$ cat src/design/rv32i_defs.svh
`ifndef RV32I_DEFS_SVH
`define RV32I_DEFS_SVH

// data and address width
`define XLEN 32

// architectural registers, x0 hardwired to zero
`define REG_COUNT 32

// program memory depth in 32-bit words
`define IMEM_WORDS 256

`endif

$ cat src/design/pipe_bus.sv
`timescale 1ns/1ps
`default_nettype none

`include "rv32i_defs.svh"


// execute-to-writeback register contents
interface wb_bus;
	logic                          valid;
	logic                          we;
	logic [$clog2(`REG_COUNT)-1:0] rd;
	logic [`XLEN-1:0]              data;

	modport src (output valid, we, rd, data);
	modport mon (input valid);
endinterface

`default_nettype wire

$ cat src/design/run_counter.sv
`timescale 1ns/1ps
`default_nettype none

module run_counter (
	input  wire         clk,
	input  wire         rst,
	input  wire         flush,
	input  wire         run,
	wb_bus.mon          wb,
	output logic [31:0] cycle_count,
	output logic [31:0] retire_count
);

	// squashed slots never reach wb with valid set
	always_ff @(posedge clk) begin
		if (rst || flush) begin
			cycle_count <= '0;
			retire_count <= '0;
		end else begin
			if (run)
				cycle_count <= cycle_count + 32'd1;
			if (wb.valid)
				retire_count <= retire_count + 32'd1; // also counts in DRAIN
		end
	end

endmodule

`default_nettype wire

$ cat src/flat_wrapper.sv
// flat-port wrapper written by rule: the top's interface ports become plain ports
module run_counter_flat 
  (clk, rst, flush, run, cycle_count, retire_count, wb_valid);
  wb_bus wb_i ();
  input  wire clk;
  input  wire rst;
  input  wire flush;
  input  wire run;
  output logic [31:0] cycle_count;
  output logic [31:0] retire_count;
  input wire logic [$bits(wb_i.valid)-1:0] wb_valid;
  assign wb_i.valid = wb_valid;
  run_counter u_core (.clk(clk), .rst(rst), .flush(flush), .run(run), .wb(wb_i), .cycle_count(cycle_count), .retire_count(retire_count));
endmodule
$ cat config.mk
export PLATFORM = sky130hd
export DESIGN_NAME = run_counter_flat
export DESIGN_NICKNAME = d
export VERILOG_FILES = /design/src/design/pipe_bus.sv /design/src/design/run_counter.sv /design/src/flat_wrapper.sv
export VERILOG_INCLUDE_DIRS = /design/src /design/src/design
export SDC_FILE = /design/constraint.sdc
export NUM_CORES = 1
export LEC_CHECK = 0
export ABC_AREA = 0
export BUFFER_PORTS_ARGS = -buffer_cell sky130_fd_sc_hd__buf_2
export CAP_MARGIN = 5
export CORE_MARGIN = 10
export CORE_UTILIZATION = 50
export DETAILED_ROUTE_END_ITERATION = 16
export PLACE_DENSITY = 0.71
export SYNTH_ARGS = -nofsm -noshare
export SYNTH_HDL_FRONTEND = slang
export SYNTH_SLANG_ARGS = --single-unit
$ cat constraint.sdc
create_clock -name clk -period 4.5 [get_ports clk]
set_input_delay 1.35 -clock clk [delete_from_list [all_inputs] [get_ports clk]]
set_output_delay 1.35 -clock clk [all_outputs]
set_load 0.05 [all_outputs]
==> reports/qor.csv <==
stage,metric,value,unit
status,outcome,completed,
layout,fin_nets,416,
sta,final_max_slew_viol_count,0,
cts,cts_resized,0,
cts,cts_tree,built,
critical_path,cp_max_fo,14,
power,p_int,0.782,mW
cts,cts.sinks,64,
sta,fin_skew,9.10,ps
synthesis,ys.flop_type,dfxtp_1,
grt,antenna_found_initial,0,
placement,placed_area,3340,µm²
routing,routed_wirelength,7350,µm
die,coreArea,5850,µm²
die,ios,69,
synthesis,yosys_warnings,0,
layout,area_growth,17.7,%
synthesis,ys_ff_latch,64,
synthesis,postSynth.asyncResetShare,0,
grt,grt.total_usage,0.147,
sta,tns,0,ps
routing,drtPass1Iterations,4,
cts,path_clk_slew,60,ps
power,switchingPower,0.227,mW
power,peakVddDrop,0.168,mV
routing,routed-wl-met2,3490,µm
cts,htree_levels,3,
power,seq_power_share,0.564,
cts,numCtsBuffers,9,
grt,grt_max_degree,33,
power,p_leak,1.27,nW
placement,dp_hpwl,5140,µm
sta,final-setup-viol-count,0,
synthesis,synth_top_family_by_area,simple AND/OR/NAND/NOR gates,
critical_path,critPathSlowestCell,or4_4,
die,die_area,9420,µm²
routing,drt-met1-wl,3390,µm
cts,clock_latency,340,ps
die,die_width,97.0,µm
cts,post_cts_buffers,0,
grt,grt_pass1_vias,2562,
routing,drc,0,
synthesis,seq_area_frac_synth,0.432,
critical_path,max_stage_delay,610,ps
critical_path,cp-start-kind,input pin,
synthesis,synth-edff-count,0,
routing,drt_iter0_drc,103,
die,die_h,97.0,µm
die,rows,28,
synthesis,synthMuxAreaShare,0.0101,
routing,vias,2851,
layout,fin_area,3490,µm²
layout,layout-drive-gt1-share,0.201,
critical_path,arrival,3060,ps
routing,ant_nets,0,
layout,antenna_cells,0,
critical_path,crit_path_cell_trace,buf_2 > nand4_1 > or4_4 > or4_1 > a21oi_1,
power,combPwrFrac,0.024,
routing,routed-wl-met3,394,µm
sta,hold_ws,472,ps
grt,grt_first_pass_wirelength,12000,µm
worst_hold_path,min_path_type,flop to flop,
synthesis,syn-cell-area,2970,µm²
synthesis,netlist_instances,345,
power,p_sw_frac,0.225,
cts,ctsLongestPathBuffers,2,
sta,worstMarginPinSlew,646,ps
placement,gp_congestion,0.755,
synthesis,synthXorXnorAreaFrac,0.0649,
die,start_util,0.507,
sta,fmax,356,MHz
sta,rsz0062_at_grt,false,
cts,clockRootBuffer,clkbuf_8,
synthesis,syn-num-nets,352,
sta,finalHoldViolations,0,
routing,top_layer_used,met4,
sta,fin_crit,2810,ps
cts,ctsHoldBuffers,0,
critical_path,crit_type,input pin to flop,
grt,grt_overflow,0,
critical_path,crit_required,4750,ps
synthesis,syn_area_per_cell,8.60,µm²
placement,io_buffer_count,68,
routing,wl_per_cell,15.1,µm
synthesis,synthSimpleGateAreaFrac,0.302,
power,p_clk_frac,0.413,
critical_path,crit_path_end_kind,flop,
synthesis,synth_compound_gate_area_share,0.153,
flow_run,timing.max_cap.violations,0,
synthesis,synth_fa_ha_area_frac,0.00843,
routing,viasPerCell,5.85,
synthesis,yosysUniqueCellTypes,30,
sta,fin_crit_sh,0.625,
power,p_per_area,289,nW/µm²
critical_path,ff2ff_setup_slack,2170,ps
sta,relSlewSlack,0.568,
stage by stage:
stage	std cells	setup WS [ps]	util	power (mW)
finish	487	1690	0.597	1.01
global route	487	1570	0.597	1.04
CTS	487	1710	0.597	1.02
detailed placement	473	1360	0.571	0.606
global placement	473	1430	0.571	0.605
floorplan	345	1610	-	0.598
worst max-delay path: cells and delay by family:
family	cells	cell delay, ps
buffers and inverters	1	130
AOI/OAI and AO/OA	1	170
and+or+nand+nor	3	1410
power by group through the flow:
| stage | clock network, mW | registers (mW) | logic (mW) |
|---|---|---|---|
| after floorplan | 0 | 0.586 | 0.0120 |
| after global placement | 0 | 0.582 | 0.0237 |
| after detailed placement | 0 | 0.582 | 0.0241 |
| after CTS | 0.425 | 0.569 | 0.0242 |
| after global routing | 0.444 | 0.569 | 0.0260 |
| final | 0.416 | 0.569 | 0.0238 |
per-layer routing:
layer	global-route usage	up-vias
li1	-	1423
met1	0.170	1366
met2	0.238	56
met3	0.0477	6
met4	0.0726	0
met5	0	-
registers in the layout, summed over array words and instances (netlist names):
name                 count
u_core.retire_count     32
u_core.cycle_count      32
cells in the final DEF (no fill, tap or decap), drive strengths merged:
master,synthesis,routed
or4,23,23
a31oi,1,1
or3,19,19
o21ai,17,17
nand4,21,21
a21oi,37,37
xnor2,10,10
nand3,18,18
mux2i,3,3
buf,2,69
a41o,1,1
nor3,3,3
inv,5,5
or2,1,1
xor2,12,12
o31ai,20,20
and3,5,5
nand2,22,22
nor4,4,4
o31a,1,1
o21a,1,1
and2,3,3
ha,2,2
clkbuf,14,13
nor2,26,26
and4,10,10
clkinv,0,1
dfxtp,64,64
cell type report:
| type | count | area (µm²) |
|---|---|---|
| clock buffers | 13 | 149 |
| clock inverters | 1 | 5.00 |
| fillers | 549 | 2360 |
| inverters | 5 | 18.8 |
| multi-input cells | 260 | 1600 |
| flip-flops and latches | 64 | 1280 |
| well taps | 75 | 93.8 |
| repair buffers | 69 | 348 |
synth_stat cells (all sizes together) (10+ instances only):
library cell | n | share of area
nor2 | 26 | 0.033
nand4 | 21 | 0.049
o21ai | 17 | 0.029
nand3 | 18 | 0.030
dfxtp | 64 | 0.43
o31ai | 20 | 0.051
xnor2 | 10 | 0.030
and4 | 10 | 0.030
or4 | 23 | 0.059
or3 | 19 | 0.040
xor2 | 12 | 0.035
a21oi | 37 | 0.062
nand2 | 22 | 0.028
clkbuf | 14 | 0.018
final timing paths:
kind	start	to	depth (start not counted)
min reg2reg	u_core.retire_count[31]$_SDFFE_PP0P_	u_core.retire_count[31]$_SDFFE_PP0P_	2
min	u_core.retire_count[31]$_SDFFE_PP0P_	u_core.retire_count[31]$_SDFFE_PP0P_	2
max reg2reg	u_core.retire_count[3]$_SDFFE_PP0P_	u_core.retire_count[28]$_SDFFE_PP0P_	4
max	wb_valid	u_core.retire_count[28]$_SDFFE_PP0P_	5
logic make-up (layout without fill, tap and decap cells):
logic type	count (synthesis)	count (layout)
xor gates and xnor gates	22	22
adders and majority gates	2	2
buffers and inverters	21	88
muxes	3	3
and+or+nand+nor	155	155
DFF	64	64
AOI/OAI and AO/OA	78	78
(Power assumes the default switching activity.)
