### config.mk
export PLATFORM = sky130hd
export DESIGN_NAME = core_sequencer
export DESIGN_NICKNAME = d
export VERILOG_FILES = /design/src/design/rv32i_types.sv /design/src/design/core_sequencer.sv
export SDC_FILE = /design/constraint.sdc
export NUM_CORES = 1
export LEC_CHECK = 0
export BUFFER_PORTS_ARGS = -buffer_cell sky130_fd_sc_hd__buf_4
export CORE_AREA = 4 4 41 43
export DETAILED_ROUTE_END_ITERATION = 6
export DIE_AREA = 0 0 45 47
export HOLD_SLACK_MARGIN = 0.1
export PLACE_DENSITY = 0.3
export SLEW_MARGIN = 20
export SYNTH_ARGS = -nofsm -noshare
export SYNTH_HDL_FRONTEND = slang
export SYNTH_SLANG_ARGS = --single-unit
### constraint.sdc
create_clock -name clk -period 1.82 [get_ports clk]
set_input_delay 0.273 -clock clk [delete_from_list [all_inputs] [get_ports clk]]
set_output_delay 0.273 -clock clk [all_outputs]
set_load 0.05 [all_outputs]
### src/design/rv32i_types.sv
`default_nettype none

package rv32i_types;

	// major opcodes, instr[6:0]
	typedef enum logic [6:0] {
		OPC_OP     = 7'b0110011,
		OPC_OP_IMM = 7'b0010011,
		OPC_LUI    = 7'b0110111,
		OPC_BRANCH = 7'b1100011,
		OPC_JAL    = 7'b1101111,
		OPC_SYSTEM = 7'b1110011
	} rv32_opcode_t;

	typedef enum logic [2:0] {
		ALU_ADD,
		ALU_SUB,
		ALU_AND,
		ALU_OR,
		ALU_XOR,
		ALU_SLT,
		ALU_SLL,
		ALU_SRL
	} alu_op_t;

	typedef enum logic [2:0] {
		BR_EQ = 3'b000,
		BR_NE = 3'b001,
		BR_LT = 3'b100, // signed
		BR_GE = 3'b101
	} branch_op_t;

	typedef enum logic [1:0] {IDLE, RUN, DRAIN, HALTED} seq_state_t;

	typedef struct packed {
		logic       reg_we;
		alu_op_t    alu_op;
		logic       use_imm;   // operand b from the I immediate
		logic       is_lui;
		logic       is_branch;
		branch_op_t branch_op;
		logic       is_jal;
		logic       is_halt;   // ecall
	} ctrl_word_t;

endpackage

`default_nettype wire

### src/design/core_sequencer.sv
`timescale 1ns/1ps
`default_nettype none

module core_sequencer import rv32i_types::*; (
	input  wire  clk,
	input  wire  rst,
	input  wire  start,
	input  wire  halt_req,
	output logic run,
	output logic flush,
	output logic halted
);

	seq_state_t state;
	seq_state_t state_nxt;

	assign run = (state == RUN);
	assign halted = (state == HALTED);
	assign flush = start && (state == IDLE || state == HALTED); // same cycle as start

	always_comb begin
		state_nxt = state;
		case (state)
			IDLE:    if (start) state_nxt = RUN;
			RUN:     if (halt_req) state_nxt = DRAIN;
			DRAIN:   state_nxt = HALTED; // ecall writeback lands here
			HALTED:  if (start) state_nxt = RUN;
			default: state_nxt = IDLE;
		endcase
	end

	always_ff @(posedge clk) begin
		if (rst)
			state <= IDLE;
		else
			state <= state_nxt;
	end

	// ecall only executes while fetch and execute are live
	a_halt_in_run: assert property (@(posedge clk) disable iff (rst)
		halt_req |-> state == RUN)
		else $error("halt_req outside RUN");

	// start strobe is gone by the first run cycle
	a_flush_pulse: assert property (@(posedge clk) disable iff (rst)
		flush |=> !start)
		else $error("start held past the flush cycle");

endmodule

`default_nettype wire

==> metrics.txt, run 1 <==
outcome=complete, no violations; Fillers=166; max reg flops=2; worst hold path cell count=2; met2 usage=6.215%; Biggest register=state; setup violators final=0; post-detailed-route wirelength per cell=8.375 um; syn_nets=23; post-synth top area share=26.45%; die height=47 um; # IOs=7; Crit Reg-Reg Startpoint=state[1]; postcts setup bufs=0; Reg clk slew, reported paths=0.03 ns; vias per cell=3.575; worst path required time=1.55 ns; first-pass GRT wire length=510 um; Worst slew margin=90.17%; unrepaired setup endpoints after global routing=no; Root Buffer=clkbuf_4; RR Endpoint=state[0]; Num Clock Sinks=2; total power=436.3 uW; Netlist cell types=10; final slew viol count=0; Slew @ Worst Pin=0.1459 ns; DR DRC count=0; Layout Nets=34; deepest clock path buffer count=2; pin count of the biggest net entering global routing=5; final cycle utilization of the critical path=84.46%; flip-flop and latch area=40.04 um^2; gr usage total=3.707%; Multi-input gate area=103.9 um^2; post_cts resized=0; Area contributors post-synth=dfxtp_1, ha_1, nor2b_4; Largest regs=state: 2 flops; cell row count=13; later-pin clock latency in the skew report=0.22 ns; Mean Syn Cell Area=9.462 um^2; Synth Cell Area=151.4 um^2; crit path time final=1.537 ns; CP Capture Type=output port; Die W=45 um; sequential area share after synthesis=26.45%; post-synth top area cell=dfxtp_1; data arrival time of the worst path=1.26 ns; critical path class=reg -> out; Worst Hold End=state[1]; Max-Cap Viols=0; initial antenna violation count=0; number of global-route vias before repair=150; Setup Skew=0.005738 ns; r2r worst-path depth=5; PwrDens=1835 nW/um^2; Sum Neg Setup Slack=0 ns; worst-path maximum fanout=3; peak supply drop=0.4545 mV; Final GP Congestion=0.6872; R2R Setup Slk=0.46 ns; Area Growth Syn to Fin=57.03%; CTS tree=done; busiest grt layer=met2; achievable frequency=650.5 MHz; hold_sp=rst; met3 global-route usage=1.149%; IO Port Bufs=6; HP Class=in -> reg; drt first-iter violations=1; Initial Util=11.63%; startpoint types=flip-flop; post-detail-place hpwl=276.3 um; DR pass1 iterations=2; Core Region=1301 um^2; grt total ovfl=0; Vias=143; final hold viol count=0; die area=2115 um^2; CTS Buf Count=3; Yosys reg bits=2; yosys warns=0; met1 Resource Use GR=2.941%; DRT antenna net count=0; drt total wl=335 um; htree depth=1; Ant. Diodes=0; # hold bufs at CTS=0; Pleak=0.0001169 uW; share of cells above drive strength 1=44.00%; post-synthesis cell count=16
-- synth_stat cells (all sizes together) --
| cell | n |
|---|---|
| o21ai | 2 |
| or3 | 1 |
| and2 | 1 |
| dfxtp | 2 |
| or2 | 1 |
| a21oi | 2 |
| nor2b | 2 |
| inv | 2 |
| ha | 3 |
-- critical path, cell delays in order (launching register included) --
cell     delay, ns
dfxtp_1       0.34
inv_1         0.07
ha_1          0.29
and2_1        0.15
buf_4         0.18
-- report_power, final --
| part | internal (uW) | total [uW] | switching, uW |
|---|---|---|---|
| logic | 110 | 259 | 150 |
| registers | 63.3 | 81.5 | 18.2 |
| clock network | 72.6 | 95.5 | 23.0 |
-- worst max-delay path by stage --
| stage | slack [ns] | depth (start not counted) | end | from |
|---|---|---|---|---|
| 2_1_floorplan | 0.37 | 5 | state[0] | state[1] |
| 3_3_place_gp | 0.48 | 5 | state[0] | state[1] |
| 6_report | 0.28 | 4 | flush | state[1] |
| 4_1_cts | 0.27 | 4 | flush | state[1] |
| 3_5_place_dp | 0.46 | 5 | state[0] | state[1] |
| 5_1_grt | 0.22 | 4 | flush | state[1] |
-- cell type report --
type | count | share of cell area, %
Clock buffer | 3 | 9.474
Inverter | 2 | 3.158
Multi-Input combinational cell | 12 | 43.68
Sequential cell | 2 | 16.84
Tap cell | 15 | 7.895
Timing Repair Buffer | 6 | 18.95
-- logic make-up (layout without fill, tap and decap cells) --
group	Yosys count	after routing	share of synthesized area, %
and+or+nand+nor	5	5	30.59
DFF	2	2	26.45
buffers and inverters	2	11	4.961
adders and majority gates	3	3	24.80
AOI/OAI and AO/OA	4	4	13.22
-- layer usage --
layer	wire length (um)	vias to the layer above
met2	178	4
met3	17	0
met1	138	68
li1	-	71
met4	0	0
met5	0	-
-- per-stage QoR --
stage | std cells | instance area (um^2) | setup slack [ns] | utilization (%) | hold WS (ns)
after detailed placement | 37 | 215.2 | 0.4597 | 16.54 | 0.4453
final | 40 | 237.7 | 0.2828 | 18.27 | 0.2145
after global placement | 37 | 215.2 | 0.4776 | 16.54 | 0.4432
after CTS | 40 | 237.7 | 0.2740 | 18.27 | 0.2127
after floorplan | 16 | 151.4 | 0.3687 | - | 0.3421
after global routing | 40 | 237.7 | 0.2204 | 18.27 | 0.2119
-- placed cells by master (no fill, tap or decap) --
master | netlist | layout
o21ai_1 | 1 | 1
or2_0 | 1 | 1
and2_1 | 1 | 1
inv_1 | 2 | 2
clkbuf_4 | 0 | 3
dfxtp_1 | 2 | 2
a21oi_1 | 2 | 2
ha_1 | 3 | 3
o21ai_0 | 1 | 1
nor2b_4 | 2 | 2
buf_4 | 0 | 6
or3_1 | 1 | 1
Power figures use the tool's default switching activity.
==> run 2, diff against run 1 <==
- clock period: 1.82 -> 1.45 ns (I/O delays scaled with it)
==> run 2 against run 1 <==
Combinational power grew 41%; utilization grew 1.6 points; global-route usage grew 1.3 points; sequential power grew 45%; non-clock buffer count is the same; final area grew 8.9%; flip-flop and latch count is the same; wire length grew 6.6%; final cell count is the same; critical path type unchanged; largest cell class unchanged.
==> metrics.txt, run 2 (synthesis gave the netlist of run 1 again) <==
commonest non-fill, non-tap cells in the layout=buf_4, clkbuf_4, nor2b_4, a21oi_1, dfxtp_2; Area Growth Syn to Fin=71.07%; post-detail-place hpwl=256.5 um (-7.2%); Core Region=1301 um^2 (unchanged); Vias=131 (-8.4%); first-pass GRT wire length=621 um (+22%); CP Cell Sequence=inv_2, ha_4, and2_1, buf_6; worst-path maximum fanout=3 (unchanged); # IOs=7 (unchanged); startpoint types=flip-flop; setup violators final=0 (unchanged); drt total wl=357 um (+6.6%); worst hold path cell count=2 (unchanged); r2r worst-path depth=5 (unchanged); worst path required time=1.23 ns (-0.32 ns); gr usage total=4.968% (+1.3 points); final slew viol count=0 (unchanged); Die W=45 um (unchanged); flip-flop and latch area=42.54 um^2 (+6.2%); PwrDens=2339 nW/um^2 (+27%); initial antenna violation count=0 (unchanged); Gate power share=60.5% (+1.1 points); later-pin clock latency in the skew report=0.22 ns (about the same); share of cells above drive strength 1=64.00% (+20 points); CP Capture Type=output port; final hold viol count=0 (unchanged); CTS Buf Count=3 (unchanged); final cycle utilization of the critical path=95.30%; pin count of the biggest net entering global routing=5 (unchanged); drt first-iter violations=0 (-1); die area=2115 um^2 (unchanged); Layout Nets=34 (unchanged); sw frac=43.28% (-0.48 points); Initial Util=11.63% (unchanged); Multi-input gate area=118.9 um^2 (+14%); outcome=complete, no violations; achievable frequency=723.6 MHz; setup ws final=0.06811 ns (-0.2147 ns); Root Buffer=clkbuf_4; Ant. Diodes=0 (unchanged); Biggest register=state; Final Util=19.90% (+1.6 points); clock network power share=20.1% (-1.8 points); DR DRC count=0 (unchanged); hold_ws=0.1509 ns (-0.06356 ns); Final GP Congestion=0.7011 (+2.0%); Finished Layout Cells=40 (unchanged); die height=47 um (unchanged); critical path class=reg -> out; peak supply drop=0.5899 mV (+30%); Reg clk slew, reported paths=0.03 ns (about the same); IO Port Bufs=6 (unchanged); commonest non-fill, non-tap cell in the layout=buf_4; Slew @ Worst Pin=0.1323 ns (-0.01358 ns); placed cells=37 (unchanged); crit path time final=1.382 ns; Sum Neg Setup Slack=0 ns (unchanged); cell-internal power=343.6 uW (+40%); Setup WS pre-CTS=0.08501 ns (-0.3747 ns); DRT antenna net count=0 (unchanged); htree depth=1 (unchanged); HP Class=in -> reg; DR pass1 iterations=1 (-1); max reg flops=2 (unchanged); cell row count=13 (unchanged); number of global-route vias before repair=145 (-3.3%); Num Clock Sinks=2 (unchanged); post-detailed-route wirelength per cell=8.925 um (+6.6%); Setup Skew=0.0002737 ns (-0.005464 ns); unrepaired setup endpoints after global routing=no; CTS tree=done; Worst slew margin=91.09% (+0.92 points); slowest CP cell=dfxtp_2; data arrival time of the worst path=1.16 ns (-0.10 ns); vias per cell=3.275 (-8.4%); crit-path max cell delay=0.34 ns (about the same); deepest clock path buffer count=2 (unchanged); Max-Cap Viols=0 (unchanged); Largest regs=state: 2 flops; switching power=262.2 uW (+37%); Pleak=0.0001173 uW (+0.37%); grt total ovfl=0 (unchanged); sequential power share=19.5% (+0.8 points); Fillers=160 (-3.6%)
## run 2: cell counts in the layout (fill, tap and decap cells not counted)
No cell type changed its count.
## run 2: final timing paths
| kind | from | to | slack (ns) |
|---|---|---|---|
| max | state[1] | flush | 0.07 |
| min | rst | state[0] | 0.15 |
| max reg2reg | state[1] | state[0] | 0.22 |
| min reg2reg | state[1] | state[1] | 0.49 |
## run 2: timing repair
item / 4_1_cts / 5_1_grt
endpoints found under the setup margin: 1 / 1
buffers inserted: 0 / 0
resized for setup: 2 / 3
hold buffers: 0 / 0
## run 2: layer usage
layer / part of all wire [%] / up-vias / GRT usage, %
li1: - / 71 / -
met1: 49 / 55 / 5.204
met2: 39 / 5 / 5.367
met3: 11 / 0 / 3.448
met4: 0 / 0 / 7.018
met5: 0 / - / 0
## run 2: power groups by stage
stage	Sequential (uW)	Combinational, uW	Clock, uW
2_1_floorplan	97.3	263	0
3_3_place_gp	107	333	0
3_5_place_dp	105	337	0
4_1_cts	106	347	131
5_1_grt	123	404	144
6_report	118	366	122
## run 2: critical path, delay by kind of cell (launching register included)
family        cells  cell delay [ns]
flops             1             0.34
fa+ha+maj         1             0.26
buf+inv           2             0.21
simple gates      1             0.13
## run 2: layout make-up
| type | count | area share (%) |
|---|---|---|
| multi-input combinational | 12 | 45.89 |
| inverter | 2 | 2.899 |
| clock buffer | 3 | 8.696 |
| tap | 15 | 7.246 |
| sequential | 2 | 16.43 |
| timing repair buffer | 6 | 18.84 |
## run 2: metrics by stage
stage	total power, uW	cell area (um^2)
after floorplan	360.6	153.9
after global placement	439.9	217.7
after detailed placement	441.9	217.7
after CTS	584.6	245.2
after global routing	670.9	259.0
final	605.8	259.0
