[config.mk]
export PLATFORM = sky130hd
export DESIGN_NAME = execute_stage_flat
export DESIGN_NICKNAME = d
export VERILOG_FILES = /design/src/design/rv32i_types.sv /design/src/design/pipe_bus.sv /design/src/design/execute_stage.sv /design/src/flat_wrapper.sv
export VERILOG_INCLUDE_DIRS = /design/src /design/src/design
export SDC_FILE = /design/constraint.sdc
export NUM_CORES = 2
export LEC_CHECK = 0
export ABC_AREA = 1
export BUFFER_PORTS_ARGS = -buffer_cell sky130_fd_sc_hd__buf_4
export CAP_MARGIN = 20
export CORE_MARGIN = 5
export CORE_UTILIZATION = 40
export DETAILED_ROUTE_END_ITERATION = 7
export PLACE_DENSITY_LB_ADDON = 0.05
export SYNTH_ARGS = -nofsm -noshare
export SYNTH_HDL_FRONTEND = slang
export SYNTH_SLANG_ARGS = --single-unit
export TNS_END_PERCENT = 5
[constraint.sdc]
create_clock -name clk -period 13.4 [get_ports clk]
set_input_delay 2.68 -clock clk [delete_from_list [all_inputs] [get_ports clk]]
set_output_delay 2.68 -clock clk [all_outputs]
set_load 0.005 [all_outputs]
[src/design/rv32i_defs.svh]
`ifndef RV32I_DEFS_SVH
`define RV32I_DEFS_SVH

// data and address width
`define XLEN 32

// architectural registers, x0 hardwired to zero
`define REG_COUNT 32

// program memory depth in 32-bit words
`define IMEM_WORDS 256

`endif

[src/design/rv32i_types.sv]
`default_nettype none

package rv32i_types;

	// major opcodes, instr[6:0]
	typedef enum logic [6:0] {
		OPC_OP     = 7'b0110011,
		OPC_OP_IMM = 7'b0010011,
		OPC_LUI    = 7'b0110111,
		OPC_BRANCH = 7'b1100011,
		OPC_JAL    = 7'b1101111,
		OPC_SYSTEM = 7'b1110011
	} rv32_opcode_t;

	typedef enum logic [2:0] {
		ALU_ADD,
		ALU_SUB,
		ALU_AND,
		ALU_OR,
		ALU_XOR,
		ALU_SLT,
		ALU_SLL,
		ALU_SRL
	} alu_op_t;

	typedef enum logic [2:0] {
		BR_EQ = 3'b000,
		BR_NE = 3'b001,
		BR_LT = 3'b100, // signed
		BR_GE = 3'b101
	} branch_op_t;

	typedef enum logic [1:0] {IDLE, RUN, DRAIN, HALTED} seq_state_t;

	typedef struct packed {
		logic       reg_we;
		alu_op_t    alu_op;
		logic       use_imm;   // operand b from the I immediate
		logic       is_lui;
		logic       is_branch;
		branch_op_t branch_op;
		logic       is_jal;
		logic       is_halt;   // ecall
	} ctrl_word_t;

endpackage

`default_nettype wire

[src/design/pipe_bus.sv]
`timescale 1ns/1ps
`default_nettype none

`include "rv32i_defs.svh"

// fetch to execute, with the redirect path going back
interface fetch_bus;
	logic             valid;
	logic [`XLEN-1:0] pc;
	logic [`XLEN-1:0] instr;
	logic             redirect;
	logic [`XLEN-1:0] target;

	modport src (output valid, pc, instr, input redirect, target);
	modport dst (input valid, pc, instr, output redirect, target);
endinterface

// execute-to-writeback register contents
interface wb_bus;
	logic                          valid;
	logic                          we;
	logic [$clog2(`REG_COUNT)-1:0] rd;
	logic [`XLEN-1:0]              data;

	modport src (output valid, we, rd, data);
	modport mon (input valid);
endinterface

`default_nettype wire

[src/design/execute_stage.sv]
`timescale 1ns/1ps
`default_nettype none

`include "rv32i_defs.svh"

module execute_stage import rv32i_types::*; (
	input  wire                          clk,
	input  wire                          rst,
	input  wire                          run,
	input  wire [$clog2(`REG_COUNT)-1:0] dbg_addr,
	fetch_bus.dst                        fb,
	wb_bus.src                           wb,
	output logic                         halt_req,
	output logic [`XLEN-1:0]             dbg_data
);

	localparam int RW = $clog2(`REG_COUNT);

	logic [`XLEN-1:0] regs [`REG_COUNT];
	rv32_opcode_t     opcode;
	logic [2:0]       funct3;
	logic [RW-1:0]    rs1, rs2, rd;
	ctrl_word_t       ctrl;
	logic [`XLEN-1:0] imm_i, imm_u, imm_b, imm_j;
	logic [`XLEN-1:0] rs1_val, rs2_val, op_b, alu_out, result;
	logic             br_taken;
	logic             exec_ok;

	function automatic alu_op_t alu_sel(input logic [2:0] f3, input logic alt);
		case (f3)
			3'b000:  return alt ? ALU_SUB : ALU_ADD;
			3'b001:  return ALU_SLL;
			3'b010:  return ALU_SLT;
			3'b100:  return ALU_XOR;
			3'b101:  return ALU_SRL;
			3'b110:  return ALU_OR;
			3'b111:  return ALU_AND;
			default: return ALU_ADD;
		endcase
	endfunction

	assign opcode = rv32_opcode_t'(fb.instr[6:0]);
	assign funct3 = fb.instr[14:12];
	assign rd  = fb.instr[11:7];
	assign rs1 = fb.instr[19:15];
	assign rs2 = fb.instr[24:20];

	assign imm_i = {{20{fb.instr[31]}}, fb.instr[31:20]};
	assign imm_u = {fb.instr[31:12], 12'b0};
	assign imm_b = {{19{fb.instr[31]}}, fb.instr[31], fb.instr[7], fb.instr[30:25],
		fb.instr[11:8], 1'b0};
	assign imm_j = {{11{fb.instr[31]}}, fb.instr[31], fb.instr[19:12], fb.instr[20],
		fb.instr[30:21], 1'b0};

	always_comb begin
		ctrl = '0;
		case (opcode)
			OPC_OP: begin
				ctrl.reg_we = 1'b1;
				ctrl.alu_op = alu_sel(funct3, fb.instr[30]);
			end
			OPC_OP_IMM: begin
				ctrl.reg_we = 1'b1;
				ctrl.use_imm = 1'b1;
				ctrl.alu_op = alu_sel(funct3, 1'b0); // no subi
			end
			OPC_LUI: begin
				ctrl.reg_we = 1'b1;
				ctrl.is_lui = 1'b1;
			end
			OPC_BRANCH: begin
				ctrl.is_branch = 1'b1;
				ctrl.branch_op = branch_op_t'(funct3);
			end
			OPC_JAL: begin
				ctrl.reg_we = 1'b1;
				ctrl.is_jal = 1'b1;
			end
			OPC_SYSTEM: ctrl.is_halt = 1'b1;
			default: ctrl = '0; // unsupported, retires as a nop
		endcase
	end

	// wb register holds the value written at the end of this cycle
	assign rs1_val = (rs1 == '0) ? '0 :
		(wb.valid && wb.we && wb.rd == rs1) ? wb.data : regs[rs1];
	assign rs2_val = (rs2 == '0) ? '0 :
		(wb.valid && wb.we && wb.rd == rs2) ? wb.data : regs[rs2];
	assign dbg_data = (dbg_addr == '0) ? '0 : regs[dbg_addr];

	assign op_b = ctrl.use_imm ? imm_i : rs2_val;

	always_comb begin
		case (ctrl.alu_op)
			ALU_ADD: alu_out = rs1_val + op_b;
			ALU_SUB: alu_out = rs1_val - op_b;
			ALU_AND: alu_out = rs1_val & op_b;
			ALU_OR:  alu_out = rs1_val | op_b;
			ALU_XOR: alu_out = rs1_val ^ op_b;
			ALU_SLT: alu_out = {31'b0, $signed(rs1_val) < $signed(op_b)};
			ALU_SLL: alu_out = rs1_val << op_b[4:0];
			ALU_SRL: alu_out = rs1_val >> op_b[4:0];
			default: alu_out = '0;
		endcase
	end

	always_comb begin
		case (ctrl.branch_op)
			BR_EQ:   br_taken = (rs1_val == rs2_val);
			BR_NE:   br_taken = (rs1_val != rs2_val);
			BR_LT:   br_taken = ($signed(rs1_val) < $signed(rs2_val));
			BR_GE:   br_taken = ($signed(rs1_val) >= $signed(rs2_val));
			default: br_taken = 1'b0;
		endcase
	end

	assign result = ctrl.is_jal ? fb.pc + `XLEN'd4 : ctrl.is_lui ? imm_u : alu_out;

	// run drops the cycle after ecall, which kills the younger slot
	assign exec_ok = fb.valid && run;
	assign halt_req = exec_ok && ctrl.is_halt;
	assign fb.redirect = exec_ok && (ctrl.is_jal || (ctrl.is_branch && br_taken));
	assign fb.target = fb.pc + (ctrl.is_jal ? imm_j : imm_b);

	always_ff @(posedge clk) begin
		if (rst) begin
			wb.valid <= 1'b0;
			wb.we <= 1'b0;
		end else begin
			wb.valid <= exec_ok;
			wb.we <= exec_ok && ctrl.reg_we && rd != '0; // x0 stays zero
		end
	end

	always_ff @(posedge clk) begin
		wb.rd <= rd;
		wb.data <= result;
	end

	always_ff @(posedge clk) begin
		if (wb.valid && wb.we)
			regs[wb.rd] <= wb.data;
	end

	// slot behind a redirect arrives as a bubble
	a_redirect_halt: assert property (@(posedge clk) disable iff (rst)
		fb.redirect |=> !fb.valid)
		else $error("valid slot right after a redirect");

	// ecall retires one cycle later, nothing behind it does
	a_halt_drain: assert property (@(posedge clk) disable iff (rst)
		halt_req |=> wb.valid ##1 !wb.valid)
		else $error("writeback after ecall");

endmodule

`default_nettype wire

[src/flat_wrapper.sv]
// flat-port wrapper written by rule: the top's interface ports become plain ports
module execute_stage_flat import rv32i_types::*;
  (clk, rst, run, dbg_addr, halt_req, dbg_data, fb_valid, fb_pc, fb_instr, fb_redirect, fb_target, wb_valid, wb_we, wb_rd, wb_data);
  fetch_bus fb_i ();
  wb_bus wb_i ();
  input  wire clk;
  input  wire rst;
  input  wire run;
  input  wire [$clog2(`REG_COUNT)-1:0] dbg_addr;
  output logic halt_req;
  output logic [`XLEN-1:0] dbg_data;
  input wire logic [$bits(fb_i.valid)-1:0] fb_valid;
  input wire logic [$bits(fb_i.pc)-1:0] fb_pc;
  input wire logic [$bits(fb_i.instr)-1:0] fb_instr;
  output wire logic [$bits(fb_i.redirect)-1:0] fb_redirect;
  output wire logic [$bits(fb_i.target)-1:0] fb_target;
  output wire logic [$bits(wb_i.valid)-1:0] wb_valid;
  output wire logic [$bits(wb_i.we)-1:0] wb_we;
  output wire logic [$bits(wb_i.rd)-1:0] wb_rd;
  output wire logic [$bits(wb_i.data)-1:0] wb_data;
  assign fb_i.valid = fb_valid;
  assign fb_i.pc = fb_pc;
  assign fb_i.instr = fb_instr;
  assign fb_redirect = fb_i.redirect;
  assign fb_target = fb_i.target;
  assign wb_valid = wb_i.valid;
  assign wb_we = wb_i.we;
  assign wb_rd = wb_i.rd;
  assign wb_data = wb_i.data;
  execute_stage u_core (.clk(clk), .rst(rst), .run(run), .dbg_addr(dbg_addr), .fb(fb_i), .wb(wb_i), .halt_req(halt_req), .dbg_data(dbg_data));
endmodule
==> results.cfg <==
[logic_synthesis]
synth_compound_area_frac = 0.2562
yosysMostFrequentCell = o21ai_0
synth.largest_area_cell = edfxtp_1
yosys.area_share.simple = 0.1915
synth_nets = 9728
async_flop_share = 0
synth_area_um2 = 73290
ys_seq_area_frac = 0.4302
yosys_warnings = 0
synth_ff_type = edfxtp_1
synthDistinctLibCells = 61
synth_enable_flop_cells = 1024
ys_seq_elements = 1063
synthAdderAreaFrac = 0.02814
synthXorXnorAreaFrac = 0.006812
synth_top_area_share = 0.4196
syn_inst = 9492
synth_common_cells = 1496 x o21ai_0, 1453 x nand2_1, 1141 x a21oi_1
synth_area_leaders = edfxtp_1 42%, o21ai_0 10%, a21oi_1 7.8%, nand2_1 7.4%, nand3_1 7.1%
synth_top_family_by_area = compound AO/OA/AOI/OAI gates
synth_mux_area_frac = 0
syn_area_per_cell_um2 = 7.721

[sta]
timing.setup.tns_ns = 0
worst_slew_pin_slew_ns = 1.237
fin_crit_ns = 11.46
final.setup_skew_ns = 0.03008
rsz0062_at_grt = false
max_slew_margin = 0.1667
min_period_over_period = 0.8556
setup_viol = 0
finalHoldViolCount = 0
slew_violations = 0
clock.fmax_mhz = 87.23

[route]
m1WireLength_um = 151000
top_layer = met5
route.met2.wl_um = 162800
vias_per_cell = 6.471
drt_wl_total_um = 379200
wl_met3_um = 40170
num_vias = 75810
dr.pass1.iters = 8
antenna_left = 0
drt_iter0_markers = 12040
post_drt_wl_per_cell_um = 32.37
drc_errors = 5

[finish]
fill_cells = 18320
area_growth_syn_to_layout_pct = 9.504
final_nets = 9465
final_layout_size_suffix_gt1_frac = 0.06960
final_core_util = 0.4393

[clocking]
cts_resized = 0
cts.sinks = 1063
clockRootBuffer = clkbuf_16
tritoncts = built
cts-buffers-inserted = 132
clk_pin_slew_worst_paths_ns = 0.06
post_cts_buffers = 0
clock_path_buffers = 3
hold_buffers = 0
insertion_delay_ns = 0.80
htreeDepth = 4

[floorplanning]
core_area_um2 = 182700
die_area_um2 = 191900
start_util = 0.4012
rows = 157
fp.dieH_um = 438.0
pin_count = 178
die_x_um = 438.0

[min_path]
hp-class = flip-flop to flip-flop

[power_and_ir_drop]
p_leak_nw = 30.55
p_per_area_nw_per_um2 = 132.5
p_sw_frac = 0.3620
seq_power_share = 0.389
vdd_ir_drop_max_v = 0.0001060
combPwrFrac = 0.283
switchingPower_mw = 3.849
clock_power_share = 0.328
cellInternalPower_mw = 6.782

[global_route]
grt_max_degree = 173
antenna_found_initial = 15
grtUsageTotal = 0.3790
overflow = 0
grt_pass1_vias = 69420
grt_pass1_wl_um = 527700

[status]
outcome = complete, but fails checks
violations = design-rule violations

[worst_setup_path]
crit_top_cell = nand2_1
cp_cell_sequence = buf_6, clkinv_2, nor2_4, buf_4, nand2_1, nand3_1, o21ai_1, nand2_1, o211ai_1, ha_1, nand2_1, nor2_1, nand4_1, nor4_1, nand2_1, nand2_1, o221ai_1, nand3_1, nand2_1, a21oi_1, buf_4
cpPeakStageDelay_ns = 0.81
path_max_fanout = 40
slowest_stage = nor4_1
arrival_ns = 8.78
crit_path_end_kind = primary output
cp-start-kind = input port
crit_required_ns = 10.72
critPathKind = input port to primary output

[place]
port_buffers = 177
dp_hpwl_um = 233700
gp_congestion = 1.003

[flow_run]
drv_cap = 0
## logic make-up (layout without fill, tap and decap cells)
family | after synthesis | count (layout)
compound gates | 3384 | 3384
xor+xnor | 57 | 57
fa+ha+maj | 163 | 163
buf+inv | 1535 | 1368
flops | 1063 | 1063
other cells | 0 | 5
simple gates | 3290 | 3290
## critical path, delay by kind of cell
kind,cells,cell delay [ns]
simple gates,12,3.04
buf+inv,4,1.81
compound gates,4,0.75
fa+ha+maj,1,0.39
## routing by layer
layer	up-vias	global-route usage
met2	5198	0.5700
met3	1048	0.07464
met5	-	0
li1	33170	-
met4	4	0.2184
met1	36400	0.5092
## worst paths after layout
kind,start,endpoint,slack [ns],cells after the start
min,u_core.wb.data[28],u_core.regs[22][28],0.76,1
max,fb_instr[22],fb_redirect,1.94,21
min reg2reg,u_core.wb.data[28],u_core.regs[22][28],0.76,1
max reg2reg,u_core.wb.rd[4],u_core.wb.data[30],6.40,27
## area by class of cell
class / instances / area (µm²) / area share
antenna: 5 / 12.51 / 0.0001559
timing repair buffer: 359 / 3050 / 0.03801
clock inverter: 56 / 475.5 / 0.005924
sequential: 1063 / 31530 / 0.3929
clock buffer: 174 / 3543 / 0.04415
multi-input combinational: 6894 / 35670 / 0.4445
inverter: 779 / 2983 / 0.03717
tap: 2385 / 2984 / 0.03718
## through the flow
step,area [µm²],hold slack [ns],std cells,setup WS [ns],power [mW]
after floorplan,73290,0.7562,9492,4.510,5.746
after global placement,76210,0.7620,11480,2.262,7.148
after detailed placement,76220,0.7596,11480,2.297,7.136
after CTS,80240,0.7586,11710,2.278,10.58
after global routing,80240,0.7842,11710,1.759,10.95
final,80250,0.7649,11720,1.936,10.63
## registers in the layout, indices dropped and copies added, names as in the netlist
register and count:
u_core.regs 1024, u_core.wb.data 32, u_core.wb.rd 5, u_core.wb.valid 1
u_core.wb.we 1
## power groups by stage
stage	Combinational [mW]	Sequential (mW)	Clock, mW
CTS	2.93	4.14	3.51
finish	3.01	4.14	3.48
global placement	2.94	4.21	0
detailed placement	2.93	4.21	0
global route	3.16	4.14	3.65
floorplan	1.32	4.42	0
## cells in the final DEF, fill, tap and decap left out, types with 11 or more instances in the layout
cell          n
o22ai_1      14
a31oi_1      65
clkbuf_1     36
or2_2        24
edfxtp_1   1024
o211ai_1    374
a21oi_1    1141
inv_1       756
a2bb2oi_1    19
clkbuf_16   134
a221oi_1     11
buf_4       326
buf_12       24
xor2_1       53
o21bai_1     20
a22oi_1      55
o31ai_1      17
o221ai_1     68
nor2_4       38
o21ai_0    1496
nor3_1       35
clkinv_2     15
ha_1        160
inv_6        13
o21ai_1      45
nand2_1    1451
nand4_1      32
dfxtp_1      36
nor2_1      627
nand3_1    1037
clkinv_1     26
Power figures use the tool's default switching activity.
